==> config.mk <==
export PLATFORM = sky130hd
export DESIGN_NAME = elevatorTop
export DESIGN_NICKNAME = d
export VERILOG_FILES = /design/src/rtl/elevPkg.sv /design/src/rtl/callHold.sv /design/src/rtl/callCapture.sv /design/src/rtl/carController.sv /design/src/rtl/statusDisplay.sv /design/src/rtl/elevatorTop.sv
export SDC_FILE = /design/constraint.sdc
export NUM_CORES = 1
export LEC_CHECK = 0
export BUFFER_PORTS_ARGS = -buffer_cell sky130_fd_sc_hd__clkbuf_2
export CAP_MARGIN = 10
export CORE_ASPECT_RATIO = 0.5
export CORE_MARGIN = 5
export CORE_UTILIZATION = 48
export CTS_BUF_LIST = sky130_fd_sc_hd__clkbuf_4 sky130_fd_sc_hd__clkbuf_8
export CTS_CLUSTER_DIAMETER = 40
export CTS_CLUSTER_SIZE = 10
export DETAILED_ROUTE_END_ITERATION = 8
export GPL_TIMING_DRIVEN = 0
export PLACE_DENSITY = 0.72
export SLEW_MARGIN = 20
export SYNTH_ARGS = -nofsm -noshare
export SYNTH_HDL_FRONTEND = slang
export SYNTH_HIERARCHICAL = 1
export SYNTH_SLANG_ARGS = --single-unit
==> constraint.sdc <==
create_clock -name clk_50hz -period 2.74 [get_ports clk_50hz]
set_clock_uncertainty 0.2 [all_clocks]
set_input_delay 0.411 -clock clk_50hz [delete_from_list [all_inputs] [get_ports clk_50hz]]
set_output_delay 0.411 -clock clk_50hz [all_outputs]
set_load 0.01 [all_outputs]
==> src/rtl/elevPkg.sv <==
package elevPkg;

	localparam int NumFloors = 5;

	typedef logic [2:0] floorT;  // Only 0 to 4 are used

	typedef enum logic
	{
		DirUp = 1'b0,
		DirDown = 1'b1
	} dirT;

	// Hall payload is {floor, dir} with the direction in bit 0
	typedef logic [3:0] hallCallT;

	typedef floorT carCallT;

	// Clock cycles per step
	localparam int StepCycles = 250;

	typedef logic [7:0] stepCountT;

	// Segments are active low, ordered {a,b,c,d,e,f,g}
	localparam logic [6:0] DigitSegs [NumFloors] = '{
		7'b0000001,  // 0
		7'b1001111,  // 1
		7'b0010010,  // 2
		7'b0000110,  // 3
		7'b1001100   // 4
	};

	localparam logic [6:0] GlyphIdle = 7'b1111110;  // Dash
	localparam logic [6:0] GlyphUp = 7'b1000001;    // U
	localparam logic [6:0] GlyphDown = 7'b1000010;  // d

endpackage

==> src/rtl/callHold.sv <==
`timescale 1ns/100ps

module callHold #(
	parameter type payloadT = logic [2:0]
) (
	input logic clk_50hz,
	input logic rst,
	input logic strobe,
	input payloadT payload,
	input logic take,
	output logic valid,
	output payloadT held
);

	// New call beats a take in the same cycle
	always_ff @(posedge clk_50hz)
	begin
		if (!rst)
			valid <= 1'b0;
		else if (strobe)
			valid <= 1'b1;
		else if (take)
			valid <= 1'b0;
	end

	always_ff @(posedge clk_50hz)
	begin
		if (strobe)
			held <= payload;
	end

	// A press always carries a known call
	payloadKnown: assert property (
		@(posedge clk_50hz) disable iff (!rst)
		strobe |-> !$isunknown(payload)
	);

endmodule

==> src/rtl/callCapture.sv <==
`timescale 1ns/100ps

module callCapture (
	input logic clk_50hz,
	input logic rst,
	input logic [elevPkg::NumFloors-1:0] hallButtons,
	input logic [elevPkg::NumFloors-2:1] hallDirs,  // Middle floors only
	input logic [elevPkg::NumFloors-1:0] carButtons,
	input logic take,
	output logic hallValid,
	output elevPkg::hallCallT hallCall,
	output logic carValid,
	output elevPkg::carCallT carCall
);

	logic [elevPkg::NumFloors-1:0] dirByFloor;
	logic [elevPkg::NumFloors-1:0] carPrev;
	logic [elevPkg::NumFloors-1:0] carEdges;
	logic hallHit;
	logic carHit;
	elevPkg::hallCallT hallEnc;
	elevPkg::carCallT carEnc;
	logic hallStrobe;
	logic carStrobe;
	elevPkg::hallCallT hallPayload;
	elevPkg::carCallT carPayload;

	// Bottom floor can only go up, top floor only down
	assign dirByFloor = {1'(elevPkg::DirDown), hallDirs, 1'(elevPkg::DirUp)};
	assign carEdges = carButtons & ~carPrev;

	// Lowest floor wins
	always_comb
	begin
		hallHit = 1'b0;
		carHit = 1'b0;
		hallEnc = '0;
		carEnc = '0;
		for (int i = elevPkg::NumFloors - 1; i >= 0; i--)
		begin
			if (hallButtons[i])
			begin
				hallHit = 1'b1;
				hallEnc = {elevPkg::floorT'(i), dirByFloor[i]};
			end
			if (carEdges[i])
			begin
				carHit = 1'b1;
				carEnc = elevPkg::carCallT'(i);
			end
		end
	end

	always_ff @(posedge clk_50hz)
	begin
		if (!rst)
		begin
			carPrev <= '0;
			hallStrobe <= 1'b0;
			carStrobe <= 1'b0;
		end
		else
		begin
			carPrev <= carButtons;
			hallStrobe <= hallHit;
			carStrobe <= carHit;
		end
	end

	always_ff @(posedge clk_50hz)
	begin
		hallPayload <= hallEnc;
		carPayload <= carEnc;
	end

	callHold #(.payloadT(elevPkg::hallCallT)) u_hallHold (
		.clk_50hz(clk_50hz), .rst(rst), .strobe(hallStrobe), .payload(hallPayload),
		.take(take), .valid(hallValid), .held(hallCall)
	);

	callHold #(.payloadT(elevPkg::carCallT)) u_carHold (
		.clk_50hz(clk_50hz), .rst(rst), .strobe(carStrobe), .payload(carPayload),
		.take(take), .valid(carValid), .held(carCall)
	);

endmodule

==> src/rtl/carController.sv <==
`timescale 1ns/100ps

module carController (
	input logic clk_50hz,
	input logic rst,
	input logic hallValid,
	input elevPkg::hallCallT hallCall,
	input logic carValid,
	input elevPkg::carCallT carCall,
	output logic take,
	output elevPkg::floorT curFloor,
	output elevPkg::dirT travelDir,
	output logic moving,
	output logic doorOpen,
	output logic [elevPkg::NumFloors-1:0] hallLamps,
	output logic [elevPkg::NumFloors-1:0] carLamps
);

	elevPkg::stepCountT stepCount;
	logic tick;
	elevPkg::floorT dest;
	elevPkg::floorT stopFloor;
	logic stopValid;

	logic callHit;
	elevPkg::floorT callFloor;
	logic dirOk;
	logic inPath;
	logic startCall;
	logic addStop;
	logic atDest;
	logic atStop;

	assign tick = (stepCount == elevPkg::stepCountT'(elevPkg::StepCycles - 1));
	assign take = tick;  // Calls are consumed every step, served or not

	// Hall call has priority over the car call
	always_comb
	begin
		callHit = hallValid || carValid;
		callFloor = hallValid ? hallCall[3:1] : carCall;
		dirOk = !hallValid || (elevPkg::dirT'(hallCall[0]) == travelDir);
		if (travelDir == elevPkg::DirUp)
			inPath = (callFloor > curFloor) && (callFloor < dest);
		else
			inPath = (callFloor < curFloor) && (callFloor > dest);
		startCall = tick && callHit && !moving && (callFloor != curFloor);
		addStop = tick && callHit && moving && inPath && dirOk;
		atDest = moving && (curFloor == dest);
		atStop = stopValid && (curFloor == stopFloor);
	end

	always_ff @(posedge clk_50hz)
	begin
		if (!rst)
			stepCount <= '0;
		else if (tick)
			stepCount <= '0;
		else
			stepCount <= stepCount + 1'b1;
	end

	always_ff @(posedge clk_50hz)
	begin
		if (!rst)
		begin
			curFloor <= '0;
			travelDir <= elevPkg::DirUp;
			moving <= 1'b0;
			doorOpen <= 1'b0;
			stopValid <= 1'b0;
			hallLamps <= '0;
			carLamps <= '0;
		end
		else if (tick)
		begin
			if (atDest)
			begin
				hallLamps[curFloor] <= 1'b0;
				carLamps[curFloor] <= 1'b0;
				doorOpen <= 1'b1;
				moving <= 1'b0;
			end
			else if (atStop)
			begin
				hallLamps[curFloor] <= 1'b0;
				carLamps[curFloor] <= 1'b0;
				doorOpen <= 1'b1;
				stopValid <= 1'b0;
			end
			else
			begin
				doorOpen <= 1'b0;
				if (moving)
				begin
					if (travelDir == elevPkg::DirUp)
						curFloor <= curFloor + 1'b1;
					else
						curFloor <= curFloor - 1'b1;
				end
			end

			// Lamp sets come last so a new call is not cleared
			if (startCall)
			begin
				moving <= 1'b1;
				travelDir <= (callFloor > curFloor) ? elevPkg::DirUp : elevPkg::DirDown;
			end
			if (addStop)
				stopValid <= 1'b1;
			if (startCall || addStop)
			begin
				if (hallValid)
					hallLamps[callFloor] <= 1'b1;
				else
					carLamps[callFloor] <= 1'b1;
			end
		end
	end

	always_ff @(posedge clk_50hz)
	begin
		if (startCall)
			dest <= callFloor;
		if (addStop)
			stopFloor <= callFloor;
	end

	floorInRange: assert property (
		@(posedge clk_50hz) disable iff (!rst)
		curFloor < elevPkg::NumFloors
	);

	// Steps end at the destination and never overshoot it
	noOvershoot: assert property (
		@(posedge clk_50hz) disable iff (!rst)
		(tick && moving && !atDest && !atStop) |=>
			((travelDir == elevPkg::DirUp) ? (curFloor <= dest) : (curFloor >= dest))
	);

endmodule

==> src/rtl/statusDisplay.sv <==
`timescale 1ns/100ps

module statusDisplay (
	input elevPkg::floorT curFloor,
	input elevPkg::dirT travelDir,
	input logic moving,
	input logic doorOpen,
	output logic [6:0] floorSegs,
	output logic [6:0] dirSegs,
	output logic busy
);

	// Floor digit
	always_comb
	begin
		if (curFloor < elevPkg::NumFloors)
			floorSegs = elevPkg::DigitSegs[curFloor];
		else
			floorSegs = 7'b1111111;  // Blank
	end

	// Direction glyph, dash while parked
	always_comb
	begin
		if (!moving)
			dirSegs = elevPkg::GlyphIdle;
		else if (travelDir == elevPkg::DirUp)
			dirSegs = elevPkg::GlyphUp;
		else
			dirSegs = elevPkg::GlyphDown;
	end

	assign busy = doorOpen;  // Door open for one step at a stop

endmodule

==> src/rtl/elevatorTop.sv <==
`timescale 1ns/100ps

module elevatorTop (
	input logic clk_50hz,
	input logic rst,
	input logic [elevPkg::NumFloors-1:0] hallButtons,
	input logic [elevPkg::NumFloors-2:1] hallDirs,
	input logic [elevPkg::NumFloors-1:0] carButtons,
	output logic [elevPkg::NumFloors-1:0] hallLamps,
	output logic [elevPkg::NumFloors-1:0] carLamps,
	output logic busy,
	output logic [6:0] floorSegs,
	output logic [6:0] dirSegs
);

	logic hallValid;
	elevPkg::hallCallT hallCall;
	logic carValid;
	elevPkg::carCallT carCall;
	logic take;
	elevPkg::floorT curFloor;
	elevPkg::dirT travelDir;
	logic moving;
	logic doorOpen;

	callCapture u_capture (
		.clk_50hz(clk_50hz), .rst(rst),
		.hallButtons(hallButtons), .hallDirs(hallDirs), .carButtons(carButtons),
		.take(take),
		.hallValid(hallValid), .hallCall(hallCall),
		.carValid(carValid), .carCall(carCall)
	);

	carController u_ctrl (
		.clk_50hz(clk_50hz), .rst(rst),
		.hallValid(hallValid), .hallCall(hallCall),
		.carValid(carValid), .carCall(carCall),
		.take(take), .curFloor(curFloor), .travelDir(travelDir),
		.moving(moving), .doorOpen(doorOpen),
		.hallLamps(hallLamps), .carLamps(carLamps)
	);

	statusDisplay u_disp (
		.curFloor(curFloor), .travelDir(travelDir), .moving(moving), .doorOpen(doorOpen),
		.floorSegs(floorSegs), .dirSegs(dirSegs), .busy(busy)
	);

endmodule

## Word level (Yosys, flattened, before mapping)

Memory sizes are Yosys's and may differ from the RTL's.
Index checks and enable logic that the tools add are counted.

- Eq/ne operators: 6
- Magnitude comparators: 10
- $add $sub $neg: 3
- Reduce and logical (&&, ||, !) cells: 30
- Bitwise logic cells: 11
- Mux-type cells: 53

Operator list:

| cell | number |
|---|---|
| 2-to-1 mux 5 bit | 12 |
| 2-to-1 mux 7 bit | 4 |
| 2-to-1 mux 1 bit | 25 |
| AND 5 bit | 3 |
| 2-to-1 mux 3 bit | 5 |
| logical AND 1 bit | 12 |
| NOT 5 bit | 2 |
| OR 5 bit | 2 |
| adder 8 x 1 -> 8 bit, second input constant | 1 |
| == test 8 bit, second input constant | 1 |
| < comparator 3 x 4 -> 1 bit, second input constant | 2 |
| 2-to-1 mux 2 bit | 4 |
| nonzero test 2 bit | 4 |
| OR reduction 4 bit | 2 |
| demux 1 bit (select 3 bit) | 2 |
| == test 3 bit | 2 |
| >= comparator 3 x 1 -> 1 bit, second input constant | 2 |
| greater-than comparator 3 bit | 2 |
| < comparator 3 bit | 2 |
| OR reduction 2 bit | 3 |
| >= comparator 4 bit, second input constant | 1 |
| 2-to-1 mux 4 bit | 1 |
| NOT 3 -> 4 bit | 1 |
| AND reduction 2 bit | 2 |
| other kinds (11) | 16 |

- Memories: 1
- Output and inout bits: 25
- Register bits after elaboration: 54
- Input port bits: 15
- Logic and storage cells: 137
- Memory bits (read-only): 56

Memories:

| name | depth | width | rd ports | clocked after memory_dff | wr ports | line | RTL |
|---|---|---|---|---|---|---|---|
| (name not given) | 8 | 7 | 1 | 0 | 0 | statusDisplay.sv:17 | `floorSegs = elevPkg::DigitSegs[curFloor];` |

## Depth between registers and ports, before layout

Gate-level depths: netlist (run 1).

- Word-level depth: 13
- Depth in mapped cells: 10
- Mapped depth without buffers: 9

## Cells and area by module

The synthesis (run 1) kept the hierarchy.

Modules (own cells, without submodules):

| module | times used | seq. area each (sq um) | cells each | area an instance (sq um) |
|---|---|---|---|---|
| carController | 1 | 680.7 | 175 | 1641.6 |
| callCapture | 1 | 280.3 | 47 | 515.5 |
| callHold at u_capture.u_hallHold | 1 | 140.1 | 7 | 161.4 |
| callHold at u_capture.u_carHold | 1 | 110.1 | 6 | 131.4 |
| statusDisplay | 1 | 0.0 | 19 | 120.1 |

## Least setup slack after synthesis (run 1)

Ideal clock, no wire load.

- Path type: reg-to-reg
- Start: register u_capture.u_hallHold.valid
- End: register u_ctrl/carLamps[4] in the netlist's numbering
- Buffers on the path: 1
- Setup time: 69 ps
- Stages on the path, launching flop included: 11
- Path slack: -68 ps
- Required time: 2471 ps
- Clock period less this slack: 2808 ps
- Arrival: 2539 ps
- Cell sequence: dfxtp_1 clkbuf_1 mux2i_1 inv_1 ha_1 and3b_1 a211oi_2 and4_1 a211oi_1 or3_4 o21ai_1

- Cells in the longest elaborated chain, start to end: 8
- Elaborated cells between the ends (all ways): 27
- Those cells by class: 6 x order compare; 1 x eq/ne; 6 x mux; 1 x bitwise; 13 x reduce/logical

Ends and longest elaborated chain:

| item | line | RTL |
|---|---|---|
| start, declared | callHold.sv:11 | `output logic valid,` |
| start signal, assigned | callHold.sv:19 | `valid <= 1'b0;` |
| start signal, assigned | callHold.sv:21 | `valid <= 1'b1;` |
| start signal, assigned | callHold.sv:23 | `valid <= 1'b0;` |
| 2-to-1 mux 3 bit (*) | carController.sv:41 | `callFloor = hallValid ? hallCall[3:1] : carCall;` |
| net u_ctrl.callFloor[2] | carController.sv:26 | `elevPkg::floorT callFloor;` |
| < comparator 3 x 4 -> 1 bit (not written as such) (tied with other cells) | carController.sv:116 | `carLamps[callFloor] <= 1'b1;` |
| logical AND 1 bit (on tied branches) | carController.sv:116, carController.sv:44, carController.sv:46 |  |
| 2-to-1 mux 1 bit (on tied branches) | carController.sv:116, carController.sv:43 |  |
| demux 1 bit (select 3 bit) / logical AND 1 bit (equally long branches) | n/a |  |
| OR 5 bit (no line) / logical AND 1 bit (equally long branches) | n/a |  |
| 2-to-1 mux 5 bit / logical OR 1 bit (equally long branches) | carController.sv:113, carController.sv:111 |  |
| 2-to-1 mux 5 bit (*) | carController.sv:111 | `if (startCall \|\| addStop)` |
| end signal, assigned by index | carController.sv:80 | `carLamps[curFloor] <= 1'b0;` |
| end signal, assigned by index | carController.sv:87 | `carLamps[curFloor] <= 1'b0;` |
| end signal, assigned by index | carController.sv:116 |  |
| end, declared | carController.sv:16 | `output logic [elevPkg::NumFloors-1:0] carLamps` |

Mark *: on every way through the listed nets, which the timed path passes. The rest lies on a longest branch.
A chain may end at the register's enable or synchronous reset.

## Worst setup path in the final report (run 1)

- Start: register u_capture.u_hallHold.valid
- End: register u_ctrl/carLamps[1] in the netlist's numbering

The elaborated chain is that of the path after synthesis.

==> out/metrics.cfg, run 1 <==
[floorplan]
die_w_um=113
core_um2=5040
die_area_um2=7010
initial_core_util=0.509
rows=18
ios=40
die_height_um=61.7

[synthesis]
synth.avg_cell_area_um2=10.1
ys_warn_count=6
ys.flop_type=dfxtp_1
synthDistinctLibCells=58
synth.cell_area_um2=2570
syn_nets=278
netlist_instances=254
synth-edff-count=13
ys_seq_area_frac=0.471
ys_ff_latch=54
synthArstFlopShare=0

[critical_path]
arrival_ns=2.79
critPathBufInv=2
crit_path_start_kind=register
max_stage_delay_ns=0.45
crit_family=simple AND/OR/NAND/NOR gates
path_cells=buf_8 > mux2i_4 > inv_4 > ha_4 > and3b_1 > a211oi_2 > and4_4 > a211oi_2 > or3_4 > o21ai_2
endpoint_kind=register
crit_top_cell=a211oi_2
critPathMaxFanout=6
critical_path_required_ns=2.77
cp_slowest_cell=or3_4
critPathKind=reg -> reg

[cells_and_area]
final_util=0.618
area_delta_synth_final_pct=21.3
layout.cells.non_filler=380
fin_nets=333
fillers=428
drive_gt1_frac=0.339
design_area_um2=3120
diodes=0

[place]
gp_congestion=0.839
placed_area_um2=2850
port_buffers=38
dp_cells=362
dp_hpwl_um=3800

[cts]
clk_latency_ns=0.30
cts_sinks=54
clk_pin_slew_ns=0.09
h-tree-depth=2
clockBufferDepth=2
clockRootBuffer=clkbuf_8
cts_tree=yes
cts_made_buffers=5

[routing]
vias_per_cell=5.10
drt-wirelength-per-cell_um=13.7
ant_nets=0
highest_layer=met4
wl_met2_um=2450
routedLengthMet1_um=2400
vias=1939
routed_wl_um=5190
detailedRoute.firstPassIterationCount=4
wl_met3_um=284
drt_iter0_drc=87
drc=0

[worst_hold_path]
min_path_type=in -> reg

[sta]
holdWs_ns=0.119
setup_viol=2
slew_violations=0
fin_ws_ns=-0.0149
fmax_mhz=363
timing.final.crit_period_ns=2.75
hold_viol=0
period_share=1.01
rsz0062_at_grt=yes

[status]
status=complete, but fails checks
violations=negative setup slack

[grt]
antenna_found_initial=0
grt_pass1_wl_um=8230
grt_pass1_vias=1829
grt_max_degree=16
overflow=0
grt.total_usage=0.149

[pwr]
power_uw=1450
p_leak_uw=0.00128
p_per_area_nw_per_um2=466
ir_worst_vdd_uv=270

[job]
maxCapViolations=0

==> registers in the layout (all words and copies together) (netlist names), 4 cells and up <==
signal	cells
u_capture/u_hallHold/held	4
u_capture/carPrev	5
u_capture/hallPayload	4
u_ctrl/hallLamps	5
u_ctrl/carLamps	5
u_ctrl/stepCount	8
==> cell type report <==
class / count / area [µm²] / share of cell area
timing repair buffer: 48 / 265 / 0.0851
inverter: 19 / 78.8 / 0.0253
buffer: 13 / 90.1 / 0.0289
clock buffer: 6 / 76.3 / 0.0245
sequential: 54 / 1210 / 0.389
multi-input combinational: 168 / 1300 / 0.416
tap: 70 / 87.6 / 0.0281
clock inverter: 2 / 8.76 / 0.00281
==> timing repair <==
| item | 4_1_cts | 5_1_grt |
|---|---|---|
| setup buffers | 5 | 5 |
| hold buffers | 0 | 0 |
| setup endpoints to repair | 14 | 14 |
| pin swaps | 5 | 9 |
| gates resized for setup | 11 | 16 |
==> power breakdown <==
| group | total (µW) | switching [µW] | leakage, µW | internal (µW) |
|---|---|---|---|---|
| combinational | 173 | 85.7 | 0.000772 | 86.9 |
| clock | 418 | 232 | 0.0000460 | 186 |
| sequential | 863 | 19.1 | 0.000459 | 844 |
| total | 1450 | 337 | 0.00128 | 1120 |
==> per-stage QoR <==
| stage | TNS, ns | setup WS [ns] |
|---|---|---|
| after floorplan | 0 | 0.0662 |
| after global placement | -2.61 | -0.207 |
| after detailed placement | -3.67 | -0.307 |
| after CTS | 0 | 0.00373 |
| after global routing | -0.520 | -0.112 |
| final | -0.0204 | -0.0149 |
==> routing by layer <==
layer	up-vias	track usage
met5	-	0
met3	6	0.0309
li1	982	-
met2	58	0.269
met1	893	0.182
met4	0	0.0548
==> kinds of logic (layout without fill, tap and decap cells) <==
kind of cell	count (synthesis)	in the layout	share of synthesized area
other	1	1	0.00146
adder cells (fa/ha/maj)	9	9	0.0467
multiplexers	5	5	0.0204
buffers and inverters	32	88	0.0594
flip-flops	54	54	0.471
XOR/XNOR	15	15	0.0511
AND/OR/NAND/NOR	89	89	0.216
AO/OA/AOI/OAI	49	49	0.134
==> cells in the final DEF (no fill, tap or decap), types with 3 or more instances in the layout <==
master    instances
xor2_1            3
nand2_1          17
nor2b_4           6
o211ai_1         10
o21ai_2           6
o21ai_1           7
clkbuf_2         39
nand4_1           4
and2_1            6
xnor2_1          12
clkbuf_8          5
a31oi_1           3
buf_4            16
nand2b_1          5
nor2_1           16
edfxtp_1         13
inv_1            17
nand3_1          13
ha_1              6
o21a_1            6
dfxtp_1          39
a21oi_1           3
==> worst reg2reg max path, stage by stage (launching register included) <==
cell      delay (ns)
dfxtp_2         0.35
buf_8           0.12
mux2i_4         0.28
inv_4           0.09
ha_4            0.25
and3b_1         0.18
a211oi_2        0.28
and4_4          0.28
a211oi_2        0.07
or3_4           0.45
o21ai_2         0.14
==> cell usage after synthesis, types with 4 or more instances <==
library cell	n	area share
o21a_1	6	0.018
nand4_1	4	0.0097
o21ai_1	11	0.021
nor2_1	16	0.023
nand2b_1	5	0.012
nand3_1	13	0.025
nand2_1	17	0.025
and2_1	6	0.015
inv_1	18	0.026
edfxtp_1	13	0.15
ha_1	8	0.039
nor2b_4	6	0.032
dfxtp_1	41	0.32
xnor2_1	12	0.041
o21ai_0	4	0.0078
buf_4	6	0.018
o211ai_1	10	0.029
==> path summary, 6_finish.rpt <==
| path | depth (start not counted) | slack (ns) | end | startpoint |
|---|---|---|---|---|
| setup / recovery | 10 | -0.01 | u_ctrl/carLamps[1] | u_capture/u_hallHold/valid |
| hold / removal | 2 | 0.12 | u_capture/hallPayload[2] | hallButtons[0] |
| setup reg to reg | 10 | -0.01 | u_ctrl/carLamps[1] | u_capture/u_hallHold/valid |
| hold reg to reg | 0 | 0.21 | u_capture/u_carHold/held[2] | u_capture/carPayload[2] |
(Power assumes the default switching activity.)
==> run 2: changes to the inputs <==
--- a/config.mk
+++ b/config.mk
@@ -7,15 +7,16 @@
 export LEC_CHECK = 0
 export BUFFER_PORTS_ARGS = -buffer_cell sky130_fd_sc_hd__clkbuf_2
 export CAP_MARGIN = 10
+export CELL_PAD_IN_SITES_DETAIL_PLACEMENT = 0
+export CELL_PAD_IN_SITES_GLOBAL_PLACEMENT = 1
 export CORE_ASPECT_RATIO = 0.5
 export CORE_MARGIN = 5
-export CORE_UTILIZATION = 48
+export CORE_UTILIZATION = 41
 export CTS_BUF_LIST = sky130_fd_sc_hd__clkbuf_4 sky130_fd_sc_hd__clkbuf_8
-export CTS_CLUSTER_DIAMETER = 40
 export CTS_CLUSTER_SIZE = 10
 export DETAILED_ROUTE_END_ITERATION = 8
 export GPL_TIMING_DRIVEN = 0
-export PLACE_DENSITY = 0.72
+export PLACE_DENSITY_LB_ADDON = 0.1
 export SLEW_MARGIN = 20
 export SYNTH_ARGS = -nofsm -noshare
 export SYNTH_HDL_FRONTEND = slang
==> run 2 against run 1 <==
The run now ends clean. Fmax rose by 2.2%. Clock-buffer cell count fell by 1. Global-route usage fell by 0.88 points. Core utilization fell by 9.6 points. Sequential share of layout area fell by 0.75 points. Hold slack got worse by 0.0011 ns. Flip-flop and latch count did not move. First-iteration DRC count fell by 17%. Cell count rose by 4.2%. Critical path type unchanged.
==> out/metrics.cfg, run 2 (synthesis results as in run 1) <==
[status]
status=complete, no violations

[routing]
routed_wl_um=5270
vias=1949
vias_per_cell=4.92
drc=0
ant_nets=0
drt-wirelength-per-cell_um=13.3
drt_iter0_drc=72
detailedRoute.firstPassIterationCount=4

[floorplan]
die_area_um2=8050
core_um2=6080
initial_core_util=0.423
ios=40
die_w_um=122
die_height_um=66.0
rows=20

[grt]
antenna_found_initial=0
overflow=0
grt_pass1_wl_um=8930
grt_max_degree=18
grt.total_usage=0.140
grt_pass1_vias=1883

[place]
gp_congestion=0.751
dp_hpwl_um=3920
pre_cts_slack_ns=-0.294
port_buffers=38
dp_cells=380

[cts]
cts_made_buffers=5
clockRootBuffer=clkbuf_8
cts_sinks=54
clk_pin_slew_ns=0.09
clk_latency_ns=0.30
cts_tree=yes
clockBufferDepth=2
h-tree-depth=2

[pwr]
p_leak_uw=0.00128
p_sw_frac=0.220
ir_worst_vdd_uv=197
p_per_area_nw_per_um2=523
seqPwrFrac=0.521
clkPwrFrac=0.377
cell_internal_pwr_uw=1290
p_switching_uw=365
power_frac_comb=0.102

[cells_and_area]
regMostFlops=u_ctrl/stepCount
area_delta_synth_final_pct=23.5
layout.cells.non_filler=396
diodes=0
fin_nets=331
largest_reg_flops=8
drive_gt1_frac=0.328
final_common_cell=dfxtp_1
mostFrequentLayoutCells=dfxtp_1, clkbuf_2, nand2_1, inv_1, nor2_1

[critical_path]
cp_slowest_cell=or3_4
crit_family=simple AND/OR/NAND/NOR gates
crit_path_start_kind=register
max_stage_delay_ns=0.45
path_cells=buf_8 > mux2_4 > ha_4 > and3b_1 > a211oi_2 > and4_4 > a211oi_2 > or3_4 > o21ai_2
critPathKind=reg -> reg
arrival_ns=2.73
crit_top_cell=a211oi_2
critPathMaxFanout=6
endpoint_kind=register
critPathBufInv=1
critical_path_required_ns=2.78

[sta]
setup_viol=0
hold_viol=0
fin_ws_ns=0.0440
fmax_mhz=371
period_share=0.984
timing.final.crit_period_ns=2.70
slew_violations=0
rsz0062_at_grt=yes

[worst_hold_path]
min_path_type=in -> reg

[job]
maxCapViolations=0

run 2: cell count changes in the layout (fill, tap and decap cells not counted), sizes merged:
| cell | before | now |
|---|---|---|
| bufinv | 0 | 2 |
| clkinv | 3 | 2 |
| buf | 19 | 18 |
| clkbuf | 48 | 46 |
run 2: worst paths after layout:
check	from	slack, ns	cells past startpoint	endpoint
max	u_capture/u_hallHold/valid	0.04	9	u_ctrl/carLamps[2]
min	hallButtons[0]	0.12	2	u_capture/hallPayload[1]
max reg2reg	u_capture/u_hallHold/valid	0.04	9	u_ctrl/carLamps[2]
min reg2reg	u_capture/hallPayload[3]	0.21	0	u_capture/u_hallHold/held[3]
run 2: layer usage:
metal	global-route usage	vias to the layer above	wire length, µm
li1	-	980	-
met1	0.184	926	2600
met2	0.230	41	2370
met3	0.0368	2	288
met4	0.0363	0	12
met5	0	-	0
run 2: layout make-up:
cell class | count | area [µm²]
flip-flops and latches | 54 | 1210
fillers | 567 | 2910
plain buffers | 13 | 87.6
clock inverters | 3 | 68.8
inverters | 19 | 78.8
multi-input cells | 168 | 1300
repair buffers | 46 | 250
clock buffers | 5 | 68.8
well taps | 88 | 110
run 2: what timing repair did:
item | 4_1_cts | 5_1_grt
pin swaps | 3 | 12
gates cloned | 0 | 0
buffers inserted | 4 | 4
hold buffers | 0 | 0
hold endpoints to repair | 0 | 0
resized for setup | 12 | 11
endpoints found under the setup margin | 14 | 13
run 2: per-stage QoR:
stage	utilization	hold slack [ns]	setup TNS, ns	instance area, µm²	total power (µW)
4_1_cts	0.507	0.106	0	3080	1670
6_report	0.522	0.118	0	3170	1660
3_3_place_gp	0.472	0.188	-3.15	2870	1000
2_1_floorplan	-	0.186	0	2570	967
5_1_grt	0.522	0.109	-0.0826	3170	1740
3_5_place_dp	0.472	0.189	-3.65	2870	1010
run 2: power by group through the flow:
stage / clock network, µW / registers (µW) / logic (µW)
after floorplan: 0 / 875 / 92.0
after global placement: 0 / 879 / 125
after detailed placement: 0 / 881 / 128
after CTS: 652 / 865 / 151
after global routing: 682 / 869 / 185
final: 626 / 864 / 169
run 2: worst register-to-register path: stages (launching register included):
cell      delay, ns
dfxtp_2        0.36
buf_8          0.12
mux2_4         0.37
ha_4           0.23
and3b_1        0.18
a211oi_2       0.24
and4_4         0.28
a211oi_2       0.07
or3_4          0.45
o21ai_2        0.14
==> run 3: changes to the inputs <==
--- a/config.mk
+++ b/config.mk
@@ -5,7 +5,7 @@
 export SDC_FILE = /design/constraint.sdc
 export NUM_CORES = 1
 export LEC_CHECK = 0
-export BUFFER_PORTS_ARGS = -buffer_cell sky130_fd_sc_hd__clkbuf_2
+export BUFFER_PORTS_ARGS = -buffer_cell sky130_fd_sc_hd__buf_2
 export CAP_MARGIN = 10
 export CELL_PAD_IN_SITES_DETAIL_PLACEMENT = 0
 export CELL_PAD_IN_SITES_GLOBAL_PLACEMENT = 1
==> run 3 against run 2 <==
Worst setup slack improved by 0.072 ns. Via count fell by 1.5%. Clock power fell by 24%. Cell count fell by 0.51%. Largest cell class unchanged. Sequential share of layout area rose by 0.85 points. Register-to-register slack improved by 0.07 ns. Design area fell by 2.2%. Routed wire length rose by 0.11%.
==> out/metrics.cfg, run 3 (synthesis results as in run 1) <==
[status]
status=complete, no violations

[critical_path]
arrival_ns=2.68
r2r_cells=9
rrSetupSlack_ns=0.12
crit_path_start_kind=register
r2r_start=u_capture/u_hallHold/valid
endpoint_kind=register
critPathKind=reg -> reg
timing.rr.end=u_ctrl/carLamps[4]
critPathMaxFanout=6
critical_path_required_ns=2.79

[cells_and_area]
fin_nets=329
mostFrequentLayoutCells=buf_2, dfxtp_1, nand2_1, inv_1, nor2_1
largest_reg_flops=8
area_delta_synth_final_pct=20.8
fillers=590
regMostFlops=u_ctrl/stepCount
diodes=0
seq_area_um2=1210
drive_gt1_frac=0.317
multiInputGateArea_um2=1280

[sta]
hold_viol=0
slew_violations=0
timing.final.crit_period_ns=2.62
period_share=0.958
holdWs_ns=0.0991
tns_ns=0
fin_ws_ns=0.116
fmax_mhz=381
setup_viol=0

[pwr]
p_sw_frac=0.245
p_per_area_nw_per_um2=482
cell_internal_pwr_uw=1130
clkPwrFrac=0.317
power_frac_comb=0.105
ir_worst_vdd_uv=249
p_leak_uw=0.00126
p_switching_uw=367
seqPwrFrac=0.577

[cts]
h-tree-depth=2
clockBufferDepth=2
cts_sinks=54
clk_latency_ns=0.31
clk_pin_slew_ns=0.10
cts_made_buffers=5
clockRootBuffer=clkbuf_8
cts_tree=yes

[place]
pre_cts_slack_ns=-0.270
gp_congestion=0.749
dp_hpwl_um=3940
port_buffers=38

[worst_hold_path]
min_from=hallButtons[0]
min_path_type=in -> reg
hold_path_end=u_capture/hallPayload[1]
whs_path_depth=2

[grt]
grt_pass1_vias=1903
grt.total_usage=0.145
grt.busiest_layer=met2
use_met3=0.0376
antenna_found_initial=0
overflow=0
grt_max_degree=18
met2_usage=0.240
gr-usage-met1=0.187
grt_pass1_wl_um=9110

[routing]
ant_nets=0
drt_iter0_drc=66
detailedRoute.firstPassIterationCount=4
drc=0
routed_wl_um=5280
drt-wirelength-per-cell_um=13.4
vias_per_cell=4.87
vias=1920

[floorplan]
core_um2=6080
die_w_um=122
die_area_um2=8050
rows=20
initial_core_util=0.423
ios=40
die_height_um=66.0

[job]
maxCapViolations=0

run 3: area by class of cell:
type,instances,area share
clock buffer,6,0.0266
sequential,54,0.390
multi-input combinational,168,0.413
tap,88,0.0355
buffer,13,0.0290
timing repair buffer,44,0.0757
clock inverter,2,0.00564
inverter,19,0.0246
run 3: stage by stage:
step	area (µm²)	util	total power, µW	std cells
finish	3110	0.511	1500	394
global route	3110	0.511	1580	394
CTS	3070	0.505	1510	393
detailed placement	2870	0.472	1010	380
global placement	2870	0.472	1000	380
floorplan	2570	-	967	254
run 3: what timing repair did:
| action | CTS | global route |
|---|---|---|
| setup buffers | 5 | 1 |
| resized for setup | 12 | 9 |
| pin swaps | 5 | 3 |
| setup endpoints to repair | 14 | 13 |
| hold buffers | 0 | 0 |
run 3: worst max-delay path by stage:
stage	from	to	slack, ns	cells after the start
6_report	u_capture/u_hallHold/valid	u_ctrl/carLamps[4]	0.12	9
5_1_grt	u_capture/u_hallHold/valid	u_ctrl/hallLamps[0]	-0.007	9
4_1_cts	u_capture/u_hallHold/valid	u_ctrl/hallLamps[2]	0.02	10
3_5_place_dp	u_capture/u_hallHold/valid	u_ctrl/hallLamps[2]	-0.27	10
3_3_place_gp	u_capture/u_hallHold/valid	u_ctrl/carLamps[4]	-0.24	10
2_1_floorplan	u_capture/u_hallHold/valid	u_ctrl/carLamps[4]	0.07	10
run 3: power groups by stage:
stage               Clock, µW  Sequential (µW)  Combinational, µW
global placement            0              880                125
global route              534              870                174
CTS                       497              864                152
detailed placement          0              881                128
finish                    475              865                158
floorplan                   0              875               92.0
run 3: per-layer routing:
| metal | routed length [µm] | share of wire |
|---|---|---|
| met1 | 2570 | 0.49 |
| met2 | 2360 | 0.45 |
| met3 | 285 | 0.054 |
| met4 | 62 | 0.012 |
| met5 | 0 | 0 |
run 3: worst max-delay path, stage by stage, from the launching register on:
cell	delay, ns
dfxtp_2	0.36
buf_8	0.13
mux2_4	0.36
ha_4	0.23
and3b_1	0.18
a211oi_2	0.24
and4_4	0.28
a211oi_2	0.06
or3_4	0.39
o21ai_1	0.13
